==> src/hw/ucode_params.svh <==
// ----------------------------------------
// Microcode control unit widths
// ----------------------------------------

`ifndef UCODE_PARAMS_SVH
`define UCODE_PARAMS_SVH

// Instruction word as fetched from RAM
`define UC_INSTR_WIDTH 16

// Step counter, enough for the longest instruction of five steps
`define UC_STEP_WIDTH 3

// Control word driving the bus strobes
`define UC_CW_WIDTH 24

// ALU operation field in the low bits of the control word
`define UC_ALU_OP_WIDTH 4

`endif

==> src/hw/ucode_pkg.sv <==
// ----------------------------------------
// Control word masks, ALU codes and opcodes
// ----------------------------------------

`include "ucode_params.svh"

package ucode_pkg;

  // Bits 3:0 hold the ALU operation, the strobes sit above them
  localparam logic [`UC_CW_WIDTH-1:0] c_lsb = {{(`UC_CW_WIDTH-1){1'b0}}, 1'b1};
  localparam logic [`UC_CW_WIDTH-1:0] c_mi  = c_lsb << 4;
  localparam logic [`UC_CW_WIDTH-1:0] c_ri  = c_lsb << 5;
  localparam logic [`UC_CW_WIDTH-1:0] c_ro  = c_lsb << 6;
  localparam logic [`UC_CW_WIDTH-1:0] c_ii  = c_lsb << 7;
  localparam logic [`UC_CW_WIDTH-1:0] c_co  = c_lsb << 8;
  localparam logic [`UC_CW_WIDTH-1:0] c_ce  = c_lsb << 9;
  localparam logic [`UC_CW_WIDTH-1:0] c_j   = c_lsb << 10;
  localparam logic [`UC_CW_WIDTH-1:0] c_ari = c_lsb << 11;
  localparam logic [`UC_CW_WIDTH-1:0] c_aro = c_lsb << 12;
  localparam logic [`UC_CW_WIDTH-1:0] c_bri = c_lsb << 13;
  localparam logic [`UC_CW_WIDTH-1:0] c_bro = c_lsb << 14;
  localparam logic [`UC_CW_WIDTH-1:0] c_cri = c_lsb << 15;
  localparam logic [`UC_CW_WIDTH-1:0] c_cro = c_lsb << 16;
  localparam logic [`UC_CW_WIDTH-1:0] c_tri = c_lsb << 17;
  localparam logic [`UC_CW_WIDTH-1:0] c_tro = c_lsb << 18;
  localparam logic [`UC_CW_WIDTH-1:0] c_oi  = c_lsb << 19;
  localparam logic [`UC_CW_WIDTH-1:0] c_eo  = c_lsb << 20;
  localparam logic [`UC_CW_WIDTH-1:0] c_el  = c_lsb << 21;
  localparam logic [`UC_CW_WIDTH-1:0] c_adv = c_lsb << 22;
  localparam logic [`UC_CW_WIDTH-1:0] c_hlt = c_lsb << 23;

  localparam logic [`UC_ALU_OP_WIDTH-1:0] alu_add  = 4'h0;
  localparam logic [`UC_ALU_OP_WIDTH-1:0] alu_sub  = 4'h1;
  localparam logic [`UC_ALU_OP_WIDTH-1:0] alu_and  = 4'h2;
  localparam logic [`UC_ALU_OP_WIDTH-1:0] alu_or   = 4'h3;
  localparam logic [`UC_ALU_OP_WIDTH-1:0] alu_xor  = 4'h4;
  localparam logic [`UC_ALU_OP_WIDTH-1:0] alu_sl   = 4'h5;
  localparam logic [`UC_ALU_OP_WIDTH-1:0] alu_sr   = 4'h6;
  localparam logic [`UC_ALU_OP_WIDTH-1:0] alu_asr  = 4'h7;
  localparam logic [`UC_ALU_OP_WIDTH-1:0] alu_rol  = 4'h8;
  localparam logic [`UC_ALU_OP_WIDTH-1:0] alu_ror  = 4'h9;
  localparam logic [`UC_ALU_OP_WIDTH-1:0] alu_rolc = 4'ha;
  localparam logic [`UC_ALU_OP_WIDTH-1:0] alu_rorc = 4'hb;
  localparam logic [`UC_ALU_OP_WIDTH-1:0] alu_inv  = 4'hc;
  localparam logic [`UC_ALU_OP_WIDTH-1:0] alu_chk  = 4'hd;

  // Direct loads and stores, the address is the next word in RAM
  localparam logic [`UC_INSTR_WIDTH-1:0] op_ld_a    = 16'h0001;
  localparam logic [`UC_INSTR_WIDTH-1:0] op_ld_b    = 16'h0002;
  localparam logic [`UC_INSTR_WIDTH-1:0] op_ld_c    = 16'h0003;
  localparam logic [`UC_INSTR_WIDTH-1:0] op_st_a    = 16'h0004;
  localparam logic [`UC_INSTR_WIDTH-1:0] op_st_t    = 16'h0005;
  localparam logic [`UC_INSTR_WIDTH-1:0] op_st_b    = 16'h0006;
  localparam logic [`UC_INSTR_WIDTH-1:0] op_st_c    = 16'h0007;
  // Indirect through T
  localparam logic [`UC_INSTR_WIDTH-1:0] op_ldt_a   = 16'h0008;
  localparam logic [`UC_INSTR_WIDTH-1:0] op_ldt_b   = 16'h0009;
  localparam logic [`UC_INSTR_WIDTH-1:0] op_ldt_c   = 16'h000a;
  localparam logic [`UC_INSTR_WIDTH-1:0] op_stt_a   = 16'h000b;
  localparam logic [`UC_INSTR_WIDTH-1:0] op_stt_b   = 16'h000c;
  localparam logic [`UC_INSTR_WIDTH-1:0] op_stt_c   = 16'h000d;
  // Register moves, named source then destination
  localparam logic [`UC_INSTR_WIDTH-1:0] op_mov_a_t = 16'h000e;
  localparam logic [`UC_INSTR_WIDTH-1:0] op_mov_a_b = 16'h000f;
  localparam logic [`UC_INSTR_WIDTH-1:0] op_mov_a_c = 16'h0010;
  localparam logic [`UC_INSTR_WIDTH-1:0] op_mov_t_a = 16'h0011;
  localparam logic [`UC_INSTR_WIDTH-1:0] op_mov_t_b = 16'h0012;
  localparam logic [`UC_INSTR_WIDTH-1:0] op_mov_t_c = 16'h0013;
  localparam logic [`UC_INSTR_WIDTH-1:0] op_mov_b_a = 16'h0014;
  localparam logic [`UC_INSTR_WIDTH-1:0] op_mov_b_t = 16'h0015;
  localparam logic [`UC_INSTR_WIDTH-1:0] op_mov_b_c = 16'h0016;
  localparam logic [`UC_INSTR_WIDTH-1:0] op_mov_c_a = 16'h0017;
  localparam logic [`UC_INSTR_WIDTH-1:0] op_mov_c_t = 16'h0018;
  localparam logic [`UC_INSTR_WIDTH-1:0] op_mov_c_b = 16'h0019;
  localparam logic [`UC_INSTR_WIDTH-1:0] op_out_a   = 16'h0026;
  localparam logic [`UC_INSTR_WIDTH-1:0] op_out_t   = 16'h0027;
  localparam logic [`UC_INSTR_WIDTH-1:0] op_out_b   = 16'h0028;
  localparam logic [`UC_INSTR_WIDTH-1:0] op_out_c   = 16'h0029;
  localparam logic [`UC_INSTR_WIDTH-1:0] op_ldi_a   = 16'h002a;
  localparam logic [`UC_INSTR_WIDTH-1:0] op_ldi_b   = 16'h002b;
  localparam logic [`UC_INSTR_WIDTH-1:0] op_ldi_c   = 16'h002c;
  localparam logic [`UC_INSTR_WIDTH-1:0] op_jmp     = 16'h002d;
  localparam logic [`UC_INSTR_WIDTH-1:0] op_jiz     = 16'h002e;
  localparam logic [`UC_INSTR_WIDTH-1:0] op_jic     = 16'h002f;
  localparam logic [`UC_INSTR_WIDTH-1:0] op_jio     = 16'h0030;
  // ALU with an immediate operand from the next word in RAM
  localparam logic [`UC_INSTR_WIDTH-1:0] op_addi    = 16'h0031;
  localparam logic [`UC_INSTR_WIDTH-1:0] op_subi    = 16'h0032;
  localparam logic [`UC_INSTR_WIDTH-1:0] op_andi    = 16'h0033;
  localparam logic [`UC_INSTR_WIDTH-1:0] op_ori     = 16'h0034;
  localparam logic [`UC_INSTR_WIDTH-1:0] op_xori    = 16'h0035;
  localparam logic [`UC_INSTR_WIDTH-1:0] op_add_b   = 16'h0036;
  localparam logic [`UC_INSTR_WIDTH-1:0] op_sub_b   = 16'h0037;
  localparam logic [`UC_INSTR_WIDTH-1:0] op_and_b   = 16'h0038;
  localparam logic [`UC_INSTR_WIDTH-1:0] op_or_b    = 16'h0039;
  localparam logic [`UC_INSTR_WIDTH-1:0] op_xor_b   = 16'h003a;
  localparam logic [`UC_INSTR_WIDTH-1:0] op_add_c   = 16'h003b;
  localparam logic [`UC_INSTR_WIDTH-1:0] op_sub_c   = 16'h003c;
  localparam logic [`UC_INSTR_WIDTH-1:0] op_and_c   = 16'h003d;
  localparam logic [`UC_INSTR_WIDTH-1:0] op_or_c    = 16'h003e;
  localparam logic [`UC_INSTR_WIDTH-1:0] op_xor_c   = 16'h003f;
  localparam logic [`UC_INSTR_WIDTH-1:0] op_sl      = 16'h0040;
  localparam logic [`UC_INSTR_WIDTH-1:0] op_sr      = 16'h0041;
  localparam logic [`UC_INSTR_WIDTH-1:0] op_asr     = 16'h0042;
  localparam logic [`UC_INSTR_WIDTH-1:0] op_rol     = 16'h0043;
  localparam logic [`UC_INSTR_WIDTH-1:0] op_ror     = 16'h0044;
  localparam logic [`UC_INSTR_WIDTH-1:0] op_rolc    = 16'h0045;
  localparam logic [`UC_INSTR_WIDTH-1:0] op_rorc    = 16'h0046;
  localparam logic [`UC_INSTR_WIDTH-1:0] op_inv     = 16'h0047;
  localparam logic [`UC_INSTR_WIDTH-1:0] op_chk     = 16'h0048;
  localparam logic [`UC_INSTR_WIDTH-1:0] op_halt    = 16'hffff;

endpackage

==> src/hw/ucode_if.sv <==
// ----------------------------------------
// Decode request from sequencer to decoders
// ----------------------------------------

`timescale 1ns/1ps

`include "ucode_params.svh"

interface ucode_if;

  logic [`UC_INSTR_WIDTH-1:0] instr;
  logic [`UC_STEP_WIDTH-1:0]  step;
  logic                       zero;
  logic                       carry;
  logic                       odd;

  modport seq (output instr, output step, output zero, output carry, output odd);

  modport dec (input instr, input step, input zero, input carry, input odd);

endinterface

==> src/hw/transfer_decoder.sv <==
// ----------------------------------------
// Decoder for loads, stores, moves, OUT
// and jumps
// ----------------------------------------

`timescale 1ns/1ps

`include "ucode_params.svh"

module transfer_decoder
  import ucode_pkg::*;
(
  ucode_if.dec                    dec,
  output logic                    o_hit,
  output logic [`UC_CW_WIDTH-1:0] o_word
);

  logic [`UC_CW_WIDTH-1:0] route;
  logic [`UC_CW_WIDTH-1:0] word_s2;
  logic [`UC_CW_WIDTH-1:0] word_s3;
  logic                    is_load;
  logic                    is_store;
  logic                    is_ldt;
  logic                    is_stt;
  logic                    is_mov;
  logic                    is_out;
  logic                    is_jump;
  logic                    take;

  // Register strobes for each opcode, destination in for loads and source out for stores
  always_comb begin
    case (dec.instr)
      op_ld_a, op_ldi_a, op_ldt_a: route = c_ari;
      op_ld_b, op_ldi_b, op_ldt_b: route = c_bri;
      op_ld_c, op_ldi_c, op_ldt_c: route = c_cri;
      op_st_a, op_stt_a, op_out_a: route = c_aro;
      op_st_t, op_out_t:           route = c_tro;
      op_st_b, op_stt_b, op_out_b: route = c_bro;
      op_st_c, op_stt_c, op_out_c: route = c_cro;
      op_mov_a_t:                  route = c_aro | c_tri;
      op_mov_a_b:                  route = c_aro | c_bri;
      op_mov_a_c:                  route = c_aro | c_cri;
      op_mov_t_a:                  route = c_tro | c_ari;
      op_mov_t_b:                  route = c_tro | c_bri;
      op_mov_t_c:                  route = c_tro | c_cri;
      op_mov_b_a:                  route = c_bro | c_ari;
      op_mov_b_t:                  route = c_bro | c_tri;
      op_mov_b_c:                  route = c_bro | c_cri;
      op_mov_c_a:                  route = c_cro | c_ari;
      op_mov_c_t:                  route = c_cro | c_tri;
      op_mov_c_b:                  route = c_cro | c_bri;
      default:                     route = '0;
    endcase
  end

  // JMP is always taken, the others follow their flag
  always_comb begin
    case (dec.instr)
      op_jiz:  take = dec.zero;
      op_jic:  take = dec.carry;
      op_jio:  take = dec.odd;
      default: take = 1'b1;
    endcase
  end

  assign is_load  = dec.instr inside {[op_ld_a:op_ld_c], [op_ldi_a:op_ldi_c]};
  assign is_store = dec.instr inside {[op_st_a:op_st_c]};
  assign is_ldt   = dec.instr inside {[op_ldt_a:op_ldt_c]};
  assign is_stt   = dec.instr inside {[op_stt_a:op_stt_c]};
  assign is_mov   = dec.instr inside {[op_mov_a_t:op_mov_c_b]};
  assign is_out   = dec.instr inside {[op_out_a:op_out_c]};
  assign is_jump  = dec.instr inside {[op_jmp:op_jio]};

  assign o_hit = is_load | is_store | is_ldt | is_stt | is_mov | is_out | is_jump;

  always_comb begin
    word_s2 = '0;
    word_s3 = '0;
    if (is_load || is_store) begin
      word_s2 = c_mi | c_co | c_ce;
      word_s3 = (is_load ? c_ro : c_ri) | route | c_adv;
    end else if (is_ldt || is_stt) begin
      word_s2 = c_mi | c_tro;
      word_s3 = (is_ldt ? c_ro : c_ri) | route | c_adv;
    end else if (is_mov) begin
      word_s2 = route | c_adv;
    end else if (is_out) begin
      word_s2 = route | c_oi | c_adv;
    end else if (is_jump) begin
      // A jump not taken still steps the PC over the target word
      word_s2 = c_mi | c_co | c_ce | (take ? '0 : c_adv);
      word_s3 = c_ro | c_j | c_adv;
    end
  end

  always_comb begin
    case (dec.step)
      'd2:     o_word = word_s2;
      'd3:     o_word = word_s3;
      default: o_word = '0;
    endcase
  end

endmodule

==> src/hw/alu_op_decoder.sv <==
// ----------------------------------------
// Decoder for ALU, shift and rotate ops
// ----------------------------------------

`timescale 1ns/1ps

`include "ucode_params.svh"

module alu_op_decoder
  import ucode_pkg::*;
(
  ucode_if.dec                    dec,
  output logic                    o_hit,
  output logic [`UC_CW_WIDTH-1:0] o_word
);

  logic [`UC_ALU_OP_WIDTH-1:0] alu_op;
  logic [`UC_CW_WIDTH-1:0]     compute;
  logic [`UC_CW_WIDTH-1:0]     word_s2;
  logic [`UC_CW_WIDTH-1:0]     word_s3;
  logic [`UC_CW_WIDTH-1:0]     word_s4;
  logic                        is_imm;
  logic                        is_reg_b;
  logic                        is_reg_c;
  logic                        is_single;

  always_comb begin
    case (dec.instr)
      op_subi, op_sub_b, op_sub_c: alu_op = alu_sub;
      op_andi, op_and_b, op_and_c: alu_op = alu_and;
      op_ori, op_or_b, op_or_c:    alu_op = alu_or;
      op_xori, op_xor_b, op_xor_c: alu_op = alu_xor;
      op_sl:                       alu_op = alu_sl;
      op_sr:                       alu_op = alu_sr;
      op_asr:                      alu_op = alu_asr;
      op_rol:                      alu_op = alu_rol;
      op_ror:                      alu_op = alu_ror;
      op_rolc:                     alu_op = alu_rolc;
      op_rorc:                     alu_op = alu_rorc;
      op_inv:                      alu_op = alu_inv;
      op_chk:                      alu_op = alu_chk;
      default:                     alu_op = alu_add;
    endcase
  end

  assign is_imm    = dec.instr inside {[op_addi:op_xori]};
  assign is_reg_b  = dec.instr inside {[op_add_b:op_xor_b]};
  assign is_reg_c  = dec.instr inside {[op_add_c:op_xor_c]};
  assign is_single = dec.instr inside {[op_sl:op_chk]};

  assign o_hit = is_imm | is_reg_b | is_reg_c | is_single;

  // The result always lands in T and the flags latch with it
  assign compute = c_eo | c_tri | c_el | c_adv |
                   {{(`UC_CW_WIDTH-`UC_ALU_OP_WIDTH){1'b0}}, alu_op};

  always_comb begin
    word_s2 = '0;
    word_s3 = '0;
    word_s4 = '0;
    if (is_imm) begin
      word_s2 = c_mi | c_co | c_ce;
      word_s3 = c_ro | c_tri;
      word_s4 = compute;
    end else if (is_reg_b || is_reg_c) begin
      word_s2 = (is_reg_b ? c_bro : c_cro) | c_tri;
      word_s3 = compute;
    end else if (is_single) begin
      word_s2 = compute;
    end
  end

  always_comb begin
    case (dec.step)
      'd2:     o_word = word_s2;
      'd3:     o_word = word_s3;
      'd4:     o_word = word_s4;
      default: o_word = '0;
    endcase
  end

endmodule

==> src/hw/microcode_sequencer.sv <==
// ----------------------------------------
// Step counter, fetch words and merging
// of the decoder results
// ----------------------------------------

`timescale 1ns/1ps

`include "ucode_params.svh"

module microcode_sequencer
  import ucode_pkg::*;
(
  input  logic                        i_clk,
  input  logic                        i_rst_n,
  input  logic [`UC_INSTR_WIDTH-1:0]  i_instruction,
  input  logic                        i_zero,
  input  logic                        i_carry,
  input  logic                        i_odd,
  input  logic                        i_xfer_hit,
  input  logic [`UC_CW_WIDTH-1:0]     i_xfer_word,
  input  logic                        i_alu_hit,
  input  logic [`UC_CW_WIDTH-1:0]     i_alu_word,
  ucode_if.seq                        bus,
  output logic [`UC_CW_WIDTH-1:0]     o_control_word,
  output logic [`UC_STEP_WIDTH-1:0]   o_step
);

  logic [`UC_STEP_WIDTH-1:0] step_q;
  logic                      word_adv;
  logic                      word_hlt;

  assign bus.instr = i_instruction;
  assign bus.step  = step_q;
  assign bus.zero  = i_zero;
  assign bus.carry = i_carry;
  assign bus.odd   = i_odd;

  always_comb begin
    case (step_q)
      // PC to the address register, then read the instruction and bump the PC
      'd0:     o_control_word = c_mi | c_co;
      'd1:     o_control_word = c_ro | c_ii | c_ce;
      default: begin
        if (i_xfer_hit) begin
          o_control_word = i_xfer_word;
        end else if (i_alu_hit) begin
          o_control_word = i_alu_word;
        end else if (step_q != 'd2) begin
          o_control_word = '0;
        end else if (i_instruction == op_halt) begin
          o_control_word = c_hlt;
        end else begin
          // Unknown opcodes behave as NOP
          o_control_word = c_adv;
        end
      end
    endcase
  end

  assign word_adv = |(o_control_word & c_adv);
  assign word_hlt = |(o_control_word & c_hlt);

  always_ff @(posedge i_clk) begin
    if (!i_rst_n) begin
      step_q <= '0;
    end else if (word_adv) begin
      step_q <= '0;
    end else if (!word_hlt) begin
      step_q <= step_q + 1'b1;
    end
  end

  assign o_step = step_q;

endmodule

==> src/hw/instruction_decoder.sv <==
// ----------------------------------------
// Microcode control unit top level
// ----------------------------------------

`timescale 1ns/1ps

`include "ucode_params.svh"

module instruction_decoder (
  input  logic                        i_clk,
  input  logic                        i_rst_n,
  input  logic [`UC_INSTR_WIDTH-1:0]  i_instruction,
  input  logic                        i_zero,
  input  logic                        i_carry,
  input  logic                        i_odd,
  output logic [`UC_CW_WIDTH-1:0]     o_control_word,
  output logic [`UC_STEP_WIDTH-1:0]   o_step
);

  logic                    xfer_hit;
  logic [`UC_CW_WIDTH-1:0] xfer_word;
  logic                    alu_hit;
  logic [`UC_CW_WIDTH-1:0] alu_word;

  // Shared request seen by both decoders
  ucode_if u_dec_bus ();

  microcode_sequencer u_sequencer (
    .i_clk          (i_clk),
    .i_rst_n        (i_rst_n),
    .i_instruction  (i_instruction),
    .i_zero         (i_zero),
    .i_carry        (i_carry),
    .i_odd          (i_odd),
    .i_xfer_hit     (xfer_hit),
    .i_xfer_word    (xfer_word),
    .i_alu_hit      (alu_hit),
    .i_alu_word     (alu_word),
    .bus            (u_dec_bus),
    .o_control_word (o_control_word),
    .o_step         (o_step)
  );

  transfer_decoder u_transfer_decoder (
    .dec    (u_dec_bus),
    .o_hit  (xfer_hit),
    .o_word (xfer_word)
  );

  alu_op_decoder u_alu_op_decoder (
    .dec    (u_dec_bus),
    .o_hit  (alu_hit),
    .o_word (alu_word)
  );

endmodule

==> config.mk <==
export PLATFORM = sky130hd
export DESIGN_NAME = instruction_decoder
export DESIGN_NICKNAME = d
export VERILOG_FILES = /design/src/hw/ucode_pkg.sv /design/src/hw/ucode_if.sv /design/src/hw/transfer_decoder.sv /design/src/hw/alu_op_decoder.sv /design/src/hw/microcode_sequencer.sv /design/src/hw/instruction_decoder.sv
export VERILOG_INCLUDE_DIRS = /design/src /design/src/hw
export SDC_FILE = /design/constraint.sdc
export NUM_CORES = 1
export LEC_CHECK = 0
export BUFFER_PORTS_ARGS = -buffer_cell sky130_fd_sc_hd__buf_2
export CAP_MARGIN = 20
export CORE_MARGIN = 3
export CORE_UTILIZATION = 40
export CTS_CLUSTER_SIZE = 25
export DETAILED_ROUTE_END_ITERATION = 8
export PLACE_DENSITY = 0.7
export SYNTH_ARGS = -nofsm -noshare
export SYNTH_HDL_FRONTEND = slang
export SYNTH_HIERARCHICAL = 1
export SYNTH_SLANG_ARGS = --single-unit
==> constraint.sdc <==
create_clock -name i_clk -period 6.93 [get_ports i_clk]
set_input_delay 1.0395 -clock i_clk [delete_from_list [all_inputs] [get_ports i_clk]]
set_output_delay 1.0395 -clock i_clk [all_outputs]
set_load 0.1 [all_outputs]
==> results_dict.tcl, run 1 <==
set metrics [dict create \
    run_status "complete, no violations" \
    gp_congestion 0.870 \
    drt-pass1-iter-count 5 \
    total_drc_errors_in_the_routed_layout 0 \
    synthDominantAreaCellType "sky130_fd_sc_hd__buf_4" \
    placement.io_buffers 47 \
    finalSetupTns_ps 0 \
    clock_tree.buffer_depth 2 \
    synth-warning-count 6 \
    critical_path.max_stage_delay_ps 450 \
    cts_tree "done" \
    rsz_0062_raised_after_global_routing "no" \
    fp.dieArea_mm2 0.00734 \
    fp.dieH_um 85.7 \
    routed_wirelength_um 6570 \
    dp.cells 434 \
    postSynth.topFlopCell "sky130_fd_sc_hd__dfxtp_1" \
    area_delta_synth_final_pct -0.148 \
    first_iter_violations 170 \
    vdd_ir_drop_max_mv 0.103 \
    die_w_um 85.7 \
    post-cts-setup-buffer-count 0 \
    routed-via-count 2551 \
    largest_register_ffs 3 \
    gr_ovfl_total 0 \
    commonest_non_fill_non_tap_cells_in_the_layout "47 x sky130_fd_sc_hd__buf_2, 37 x sky130_fd_sc_hd__nor2_1, 26 x sky130_fd_sc_hd__nand2_1" \
    ioPinCount 48 \
    synth_area_per_cell_um2 7.00 \
    multi_input_area_mm2 0.00205 \
    min_period_over_period 0.795 \
    timing.final.hold_violations 0 \
    synth_seq_area_share 0.0236 \
    cts_hold_buffers 0 \
    critical-path-slowest-cell "sky130_fd_sc_hd__or3b_4" \
    antenna_found_initial 0 \
    grt_usage 0.172 \
    grt_pass1_vias 2275 \
    final-seq-area_um2 60.1 \
    finClkSkew_ps 1.09 \
    timing_max_transition_violations_final 0 \
    maxClockFrequency_mhz 182 \
    wire_per_inst_um 15.0 \
    min_path_type "flip-flop to flip-flop" \
    power_leakage_nw 0.942 \
    clock_latency_ps 210 \
    power.switching_fraction 0.595 \
    maximum_number_of_pins_on_one_net_before_global_route_repair 42 \
    crit_path_end_kind "primary output" \
    syn-cell-area_mm2 0.00254 \
    timing.critical_path.required_ps 5890 \
    power.share.sequential 0.106 \
    highest_net_fanout_along_the_worst_path 34 \
    synth_top_area_share 0.133 \
    setup_viol 0 \
    final_core_utilization 0.421 \
    tritoncts.num_buffers 3 \
    power.clock.fraction 0.193 \
    cts-resized-gates 0 \
    clockRootBuffer "sky130_fd_sc_hd__clkbuf_8" \
    startpoint_type "input port" \
    cts.sink_count 3 \
    num-nets-final 395 \
    clk_pin_slew_ps 30 \
    synthDistinctLibCells 85 \
    synth.ff_latch_count 3 \
    layout.cells.most_common "sky130_fd_sc_hd__buf_2" \
    power_density_mw_per_mm2 103 \
    placementRows 28 \
    initial_utilization 0.422 \
    drv.max_cap_violation_count 0 \
    antenna_diode_instance_count 0 \
    placeableCoreArea_mm2 0.00603 \
    fraction_of_final_layout_cells_sized_beyond_drive_strength_1 0.240 \
    fillers 647 \
    worst-setup-path-type "input port to primary output" \
    power.switching_mw 0.156 \
    synthesis.instances 363 \
    dp_hpwl_um 4970 \
    avgViaCountPerCell 5.82 \
    synth_top_cells_by_area "sky130_fd_sc_hd__buf_4 13%, sky130_fd_sc_hd__a22oi_1 6.8%, sky130_fd_sc_hd__nor2_1 5.5%" \
    relSlewSlack 0.345 \
    final_cell_count_no_fill 438 \
    asyncSetResetFlopFracSynth 0 \
    period_needed_ps 5510 \
    internal_power_mw 0.106 \
    regToRegSetupSlack_ps 4160 \
    power.combinational.fraction 0.701 \
    h-tree-depth 1 \
    grt_first_pass_wirelength_um 10800 \
    critical_path.cell_chain "buf_2 > inv_1 > ha_1 > or3b_4 > a22oi_4 > o2bb2ai_2 > nor2_1 > nand2_1 > buf_4 > nor2b_1 > buf_4 > a22oi_1 > nor2_1 > buf_2" \
    worst-endpoint-arrival_ps 4470 \
    synth_edf_count 0 \
    antenna_left 0 \
    worst-slew-pin-transition_ps 973 \
]
synth_stat cells, types with 5 or more instances:
| cell | count |
|---|---|
| sky130_fd_sc_hd__o21ai_1 | 6 |
| sky130_fd_sc_hd__inv_1 | 11 |
| sky130_fd_sc_hd__o21ai_0 | 10 |
| sky130_fd_sc_hd__a21oi_1 | 20 |
| sky130_fd_sc_hd__or3_1 | 5 |
| sky130_fd_sc_hd__a31oi_1 | 5 |
| sky130_fd_sc_hd__nand2b_1 | 7 |
| sky130_fd_sc_hd__nand2_1 | 26 |
| sky130_fd_sc_hd__a22oi_1 | 23 |
| sky130_fd_sc_hd__nand3b_1 | 5 |
| sky130_fd_sc_hd__nor3_1 | 8 |
| sky130_fd_sc_hd__buf_2 | 8 |
| sky130_fd_sc_hd__nor2b_1 | 10 |
| sky130_fd_sc_hd__nand4_1 | 7 |
| sky130_fd_sc_hd__nor2_1 | 37 |
| sky130_fd_sc_hd__clkbuf_1 | 12 |
| sky130_fd_sc_hd__nand3_1 | 6 |
| sky130_fd_sc_hd__buf_4 | 45 |
| sky130_fd_sc_hd__ha_1 | 10 |
cells by family after synthesis:
family,count (synthesis),synth area share
AOI/OAI and AO/OA,110,0.352
xor gates and xnor gates,4,0.0138
adders and majority gates,11,0.0532
buffers and inverters,80,0.195
DFF,3,0.0236
muxes,5,0.0212
other,2,0.00296
and+or+nand+nor,148,0.339
critical path, delay by kind of cell:
kind	cells	cell delay, ps
buf+inv	5	1410
compound gates	3	460
simple gates	5	1230
fa+ha+maj	1	300
final cells by class:
cell class | count | share of cell area
Timing Repair Buffer | 49 | 0.0987
Multi-Input combinational cell | 296 | 0.807
Tap cell | 75 | 0.0370
Sequential cell | 3 | 0.0237
Clock buffer | 4 | 0.0178
Inverter | 11 | 0.0163
per-layer routing:
metal  global-route usage  vias to the layer above  routed length (um)
met3              0.00768                        4                 338
met4               0.0201                        0                  36
met2                0.285                       80                3100
met1                0.253                     1182                3090
met5                    0                        -                   0
li1                     -                     1285                   -
power groups by stage:
stage	combinational [mW]	sequential (mW)	clock [mW]
6_report	0.183	0.0278	0.0505
2_1_floorplan	0.174	0.0241	0
3_5_place_dp	0.182	0.0278	0
4_1_cts	0.183	0.0277	0.0517
3_3_place_gp	0.180	0.0275	0
5_1_grt	0.198	0.0289	0.0539
path summary, 6_finish.rpt:
| kind | from | endpoint | cells past startpoint |
|---|---|---|---|
| min | u_sequencer/bus.step[1]$_SDFFE_PP0N_ | u_sequencer/bus.step[1]$_SDFFE_PP0N_ | 2 |
| max | i_instruction[1] | o_control_word[14] | 14 |
| max reg2reg | u_sequencer/bus.step[0]$_SDFFE_PP0N_ | u_sequencer/bus.step[2]$_SDFFE_PP0N_ | 8 |
| min reg2reg | u_sequencer/bus.step[1]$_SDFFE_PP0N_ | u_sequencer/bus.step[1]$_SDFFE_PP0N_ | 2 |
stage by stage:
| step | hold WS (ps) | total power, mW | area [um^2] | setup slack (ps) |
|---|---|---|---|---|
| after floorplan | 542 | 0.198 | 2600 | 1240 |
| after global placement | 601 | 0.208 | 2490 | 1620 |
| after CTS | 647 | 0.262 | 2540 | 1480 |
| final | 651 | 0.262 | 2540 | 1420 |
| after global routing | 693 | 0.281 | 2540 | 1180 |
| after detailed placement | 624 | 0.210 | 2490 | 1490 |
(Power assumes the default switching activity.)
==> run 2: changes to the inputs <==
PLACE_DENSITY = 0.72   (was 0.7)
clock period = 4.85 ns   (was 6.93 ns; I/O delays follow)
==> results_dict.tcl, run 2 (same netlist as run 1, synthesis figures left out) <==
set metrics [dict create \
    antenna_diode_instance_count 0 \
    finalSetupTns_ps 0 \
    rr_endpoint "u_sequencer/bus.step[2]$_SDFFE_PP0N_" \
    tritoncts.num_buffers 3 \
    total_drc_errors_in_the_routed_layout 0 \
    multi_input_area_mm2 0.00206 \
    first_iter_violations 217 \
    cts.sink_count 3 \
    finClkSkew_ps 3.25 \
    drt-pass1-iter-count 5 \
    fraction_of_final_layout_cells_sized_beyond_drive_strength_1 0.260 \
    maximum_number_of_pins_on_one_net_before_global_route_repair 30 \
    cts-resized-gates 0 \
    post-cts-setup-buffer-count 0 \
    placementRows 28 \
    routed_wirelength_um 6950 \
    r2r.worst_path.cells 8 \
    num-nets-final 401 \
    detailed_place.area_mm2 0.00276 \
    dp_hpwl_um 5300 \
    grt_pass1_vias 2405 \
    worst-slew-pin-transition_ps 880 \
    clockRootBuffer "sky130_fd_sc_hd__clkbuf_8" \
    power_leakage_nw 1.02 \
    regToRegStartpoint "u_sequencer/bus.step[0]$_SDFFE_PP0N_" \
    relSlewSlack 0.408 \
    routed-via-count 2675 \
    fp.dieH_um 85.7 \
    cts_hold_buffers 0 \
    antenna_found_initial 0 \
    wire_per_inst_um 15.7 \
    timing.final.hold_violations 0 \
    timing.critical_path.required_ps 4120 \
    maxClockFrequency_mhz 226 \
    worst_hold_startpoint "u_sequencer/bus.step[1]$_SDFFE_PP0N_" \
    startpoint_type "input port" \
    worst-endpoint-arrival_ps 3700 \
    worst-setup-path-type "input port to primary output" \
    rsz_0062_raised_after_global_routing "no" \
    clk_pin_slew_ps 30 \
    clock_tree.buffer_depth 2 \
    fillers 612 \
    regToRegSetupSlack_ps 2150 \
    crit_path_end_kind "primary output" \
    setup_viol 0 \
    run_status "complete, no violations" \
    initial_utilization 0.422 \
    vdd_ir_drop_max_mv 0.207 \
    fp.dieArea_mm2 0.00734 \
    clock_latency_ps 220 \
    commonest_non_fill_non_tap_cells_in_the_layout "37 x sky130_fd_sc_hd__nor2_1, 33 x sky130_fd_sc_hd__buf_2, 26 x sky130_fd_sc_hd__nand2_1" \
    die_w_um 85.7 \
    whs_endpoint "u_sequencer/bus.step[1]$_SDFFE_PP0N_" \
    timing_max_transition_violations_final 0 \
    layout.cells.most_common "sky130_fd_sc_hd__nor2_1" \
    min_path_type "flip-flop to flip-flop" \
    grt_usage 0.183 \
    power_density_mw_per_mm2 144 \
    placement.io_buffers 47 \
    largest_register_ffs 3 \
    gp_congestion 0.846 \
    ioPinCount 48 \
    min_delay_path_depth 2 \
    gr_ovfl_total 0 \
    highest_net_fanout_along_the_worst_path 19 \
    avgViaCountPerCell 6.02 \
    period_needed_ps 4420 \
    area_delta_synth_final_pct 10.3 \
    post_route_cell_area_mm2 0.00280 \
    h-tree-depth 1 \
    final-seq-area_um2 60.1 \
    drv.max_cap_violation_count 0 \
    min_period_over_period 0.912 \
    cts_tree "done" \
    placeableCoreArea_mm2 0.00603 \
    antenna_left 0 \
    grt_first_pass_wirelength_um 11400 \
]
==> run 2: changes by cell type in the layout (fill, tap and decap cells not counted), moves of 2 or more <==
cell	previous run	this run
sky130_fd_sc_hd__buf_12	0	14
sky130_fd_sc_hd__buf_2	47	33
sky130_fd_sc_hd__buf_4	2	8
sky130_fd_sc_hd__o21ai_1	6	4
sky130_fd_sc_hd__o21ai_2	1	3
==> run 2: worst max-delay path by stage <==
stage                     start                end  slack [ps]  depth (start not counted)
2_1_floorplan  i_instruction[1]  o_control_word[8]          20                         12
3_3_place_gp   i_instruction[0]  o_control_word[9]         570                         13
3_5_place_dp   i_instruction[0]  o_control_word[9]         450                         13
4_1_cts        i_instruction[0]  o_control_word[9]         440                         13
5_1_grt        i_instruction[0]  o_control_word[9]         100                         13
6_report       i_instruction[0]  o_control_word[9]         430                         13
==> run 2: area by class of cell <==
type / count / area share
multi-input combinational: 296 / 0.734
timing repair buffer: 55 / 0.180
tap: 75 / 0.0335
sequential: 3 / 0.0214
clock buffer: 4 / 0.0161
inverter: 11 / 0.0147
==> run 2: power by group <==
part / leakage [nW] / switching, mW / total (mW) / internal [mW]
registers: 0.0248 / 0.0117 / 0.0397 / 0.0280
clock network: 0.0228 / 0.0176 / 0.0738 / 0.0562
logic: 0.970 / 0.203 / 0.290 / 0.0872
total: 1.02 / 0.232 / 0.403 / 0.171
==> run 2: through the flow <==
step | setup WS (ps) | utilization | std cells | hold WS (ps) | power [mW]
floorplan | 16.1 | - | 379 | 542 | 0.286
global placement | 566 | 0.458 | 440 | 605 | 0.322
detailed placement | 454 | 0.458 | 440 | 623 | 0.327
CTS | 442 | 0.465 | 444 | 626 | 0.402
global route | 100 | 0.465 | 444 | 674 | 0.427
finish | 427 | 0.465 | 444 | 645 | 0.403
==> run 2: worst max-delay path: stages <==
cell                        delay (ps)
sky130_fd_sc_hd__buf_2             250
sky130_fd_sc_hd__inv_1             130
sky130_fd_sc_hd__ha_1              280
sky130_fd_sc_hd__or3b_4            410
sky130_fd_sc_hd__a22oi_4           240
sky130_fd_sc_hd__o2bb2ai_2         140
sky130_fd_sc_hd__nor2_1            160
sky130_fd_sc_hd__nand2_1           350
sky130_fd_sc_hd__nor2b_1           260
sky130_fd_sc_hd__buf_4             190
sky130_fd_sc_hd__a22oi_1            80
sky130_fd_sc_hd__o21ai_1           240
sky130_fd_sc_hd__buf_12            210
==> run 2: per-layer routing <==
layer | part of all wire | vias to the layer above | track usage
li1 | - | 1301 | -
met3 | 0.061 | 8 | 0.0106
met2 | 0.49 | 116 | 0.316
met1 | 0.44 | 1250 | 0.254
met5 | 0 | - | 0
met4 | 0.011 | 0 | 0.0302
==> run 3: changes to the inputs <==
RECOVER_POWER = 50   (was unset)
==> results_dict.tcl, run 3 (same netlist as run 1, synthesis figures left out) <==
set metrics [dict create \
    routed_wirelength_um 6920 \
    min_period_over_period 0.916 \
    placement.io_buffers 47 \
    min_path_type "flip-flop to flip-flop" \
    gr_ovfl_total 0 \
    crit_path_end_kind "primary output" \
    fp.dieArea_mm2 0.00734 \
    area_delta_synth_final_pct 9.51 \
    grt_pass1_vias 2405 \
    rsz_0062_raised_after_global_routing "no" \
    dp_hpwl_um 5300 \
    setup_viol 0 \
    placeableCoreArea_mm2 0.00603 \
    clockRootBuffer "sky130_fd_sc_hd__clkbuf_8" \
    gp_congestion 0.846 \
    worst-slew-pin-transition_ps 1160 \
    drv.max_cap_violation_count 0 \
    run_status "complete, no violations" \
    power_leakage_nw 0.992 \
    period_needed_ps 4440 \
    fraction_of_final_layout_cells_sized_beyond_drive_strength_1 0.247 \
    grt_usage 0.183 \
    cts_hold_buffers 0 \
    multi_input_area_mm2 0.00206 \
    total_drc_errors_in_the_routed_layout 0 \
    h-tree-depth 1 \
    cts-resized-gates 0 \
    timing.final.hold_violations 0 \
    whs_endpoint "u_sequencer/bus.step[1]$_SDFFE_PP0N_" \
    largest_register_ffs 3 \
    layout.cells.most_common "sky130_fd_sc_hd__nor2_1" \
    worst-setup-path-type "input port to primary output" \
    min_delay_path_depth 2 \
    timing.critical_path.required_ps 4120 \
    fillers 618 \
    rr_endpoint "u_sequencer/bus.step[2]$_SDFFE_PP0N_" \
    antenna_left 0 \
    wire_per_inst_um 15.6 \
    final-seq-area_um2 60.1 \
    use_met1 0.254 \
    fp.dieH_um 85.7 \
    critical_path.cell_chain "buf_2 > inv_1 > ha_1 > or3b_4 > a22oi_4 > o2bb2ai_2 > nor2_1 > nand2_1 > buf_4 > a22oi_1 > nor2_1 > clkbuf_2" \
    grt_most_used_layer "met2" \
    maximum_number_of_pins_on_one_net_before_global_route_repair 30 \
    commonest_non_fill_non_tap_cells_in_the_layout "37 x sky130_fd_sc_hd__nor2_1, 26 x sky130_fd_sc_hd__nand2_1, 25 x sky130_fd_sc_hd__buf_2" \
    finalSetupTns_ps 0 \
    drt-pass1-iter-count 5 \
    clock_tree.buffer_depth 2 \
    grt_use_met3 0.0106 \
    num-nets-final 401 \
    maxClockFrequency_mhz 225 \
    hold_ws_ps 638 \
    placementRows 28 \
    die_w_um 85.7 \
    routed-via-count 2640 \
    tritoncts.num_buffers 3 \
    antenna_found_initial 0 \
    power_density_mw_per_mm2 144 \
    r2r.worst_path.cells 8 \
    timing_max_transition_violations_final 0 \
    post-cts-setup-buffer-count 0 \
    relSlewSlack 0.230 \
    startpoint_type "input port" \
    worst_hold_startpoint "u_sequencer/bus.step[1]$_SDFFE_PP0N_" \
    clk_pin_slew_ps 30 \
    critical_path.max_stage_delay_ps 410 \
    regToRegStartpoint "u_sequencer/bus.step[0]$_SDFFE_PP0N_" \
    antenna_diode_instance_count 0 \
    regToRegSetupSlack_ps 2140 \
    grt_first_pass_wirelength_um 11400 \
    ioPinCount 48 \
    highest_net_fanout_along_the_worst_path 19 \
    critPathMostFrequentCell "sky130_fd_sc_hd__nor2_1" \
    cts.sink_count 3 \
    clock_latency_ps 220 \
    initial_utilization 0.422 \
    vdd_ir_drop_max_mv 0.208 \
    cts_tree "done" \
    avgViaCountPerCell 5.95 \
    finClkSkew_ps 3.03 \
    globalRouteMet2Util 0.316 \
    first_iter_violations 218 \
    critical-path-slowest-cell "sky130_fd_sc_hd__or3b_4" \
    worst-endpoint-arrival_ps 3710 \
]
run 3: cell types whose count changed in the layout (fill, tap and decap cells not counted), sizes merged:
| cell | delta |
|---|---|
| clkbuf | +10 |
| buf | -10 |
run 3: area by class of cell:
class / instances / share of cell area
Multi-Input combinational cell: 296 / 0.740
Tap cell: 75 / 0.0337
Timing Repair Buffer: 55 / 0.174
Inverter: 11 / 0.0148
Clock buffer: 4 / 0.0162
Sequential cell: 3 / 0.0216
run 3: per-stage QoR:
| step | power (mW) | cells | setup WS (ps) | cell area (um^2) | util |
|---|---|---|---|---|---|
| floorplan | 0.286 | 379 | 16.1 | 2610 | - |
| global placement | 0.322 | 440 | 566 | 2760 | 0.458 |
| detailed placement | 0.327 | 440 | 454 | 2760 | 0.458 |
| CTS | 0.402 | 444 | 442 | 2800 | 0.465 |
| global route | 0.426 | 444 | 80.5 | 2780 | 0.462 |
| finish | 0.402 | 444 | 409 | 2780 | 0.462 |
run 3: worst max-delay path by stage:
stage | end | from | cells after the start | slack, ps
5_1_grt | o_control_word[22] | i_instruction[0] | 13 | 80
4_1_cts | o_control_word[9] | i_instruction[0] | 13 | 440
2_1_floorplan | o_control_word[8] | i_instruction[1] | 12 | 20
6_report | o_control_word[10] | i_instruction[0] | 12 | 410
3_5_place_dp | o_control_word[9] | i_instruction[0] | 13 | 450
3_3_place_gp | o_control_word[9] | i_instruction[0] | 13 | 570
run 3: critical path, delay by kind of cell:
family	cells	cell delay (ps)
compound gates	3	600
fa+ha+maj	1	280
simple gates	4	1000
buf+inv	4	1090
run 3: report_power, final:
part / switching, mW / total [mW] / internal, mW
Clock: 0.0175 / 0.0737 / 0.0562
Combinational: 0.202 / 0.288 / 0.0859
Sequential: 0.0114 / 0.0395 / 0.0280
Total: 0.231 / 0.401 / 0.170
run 3: metal layers:
metal | share of wire | up-vias
li1 | - | 1302
met1 | 0.45 | 1233
met2 | 0.48 | 99
met3 | 0.056 | 6
met4 | 0.0091 | 0
met5 | 0 | -
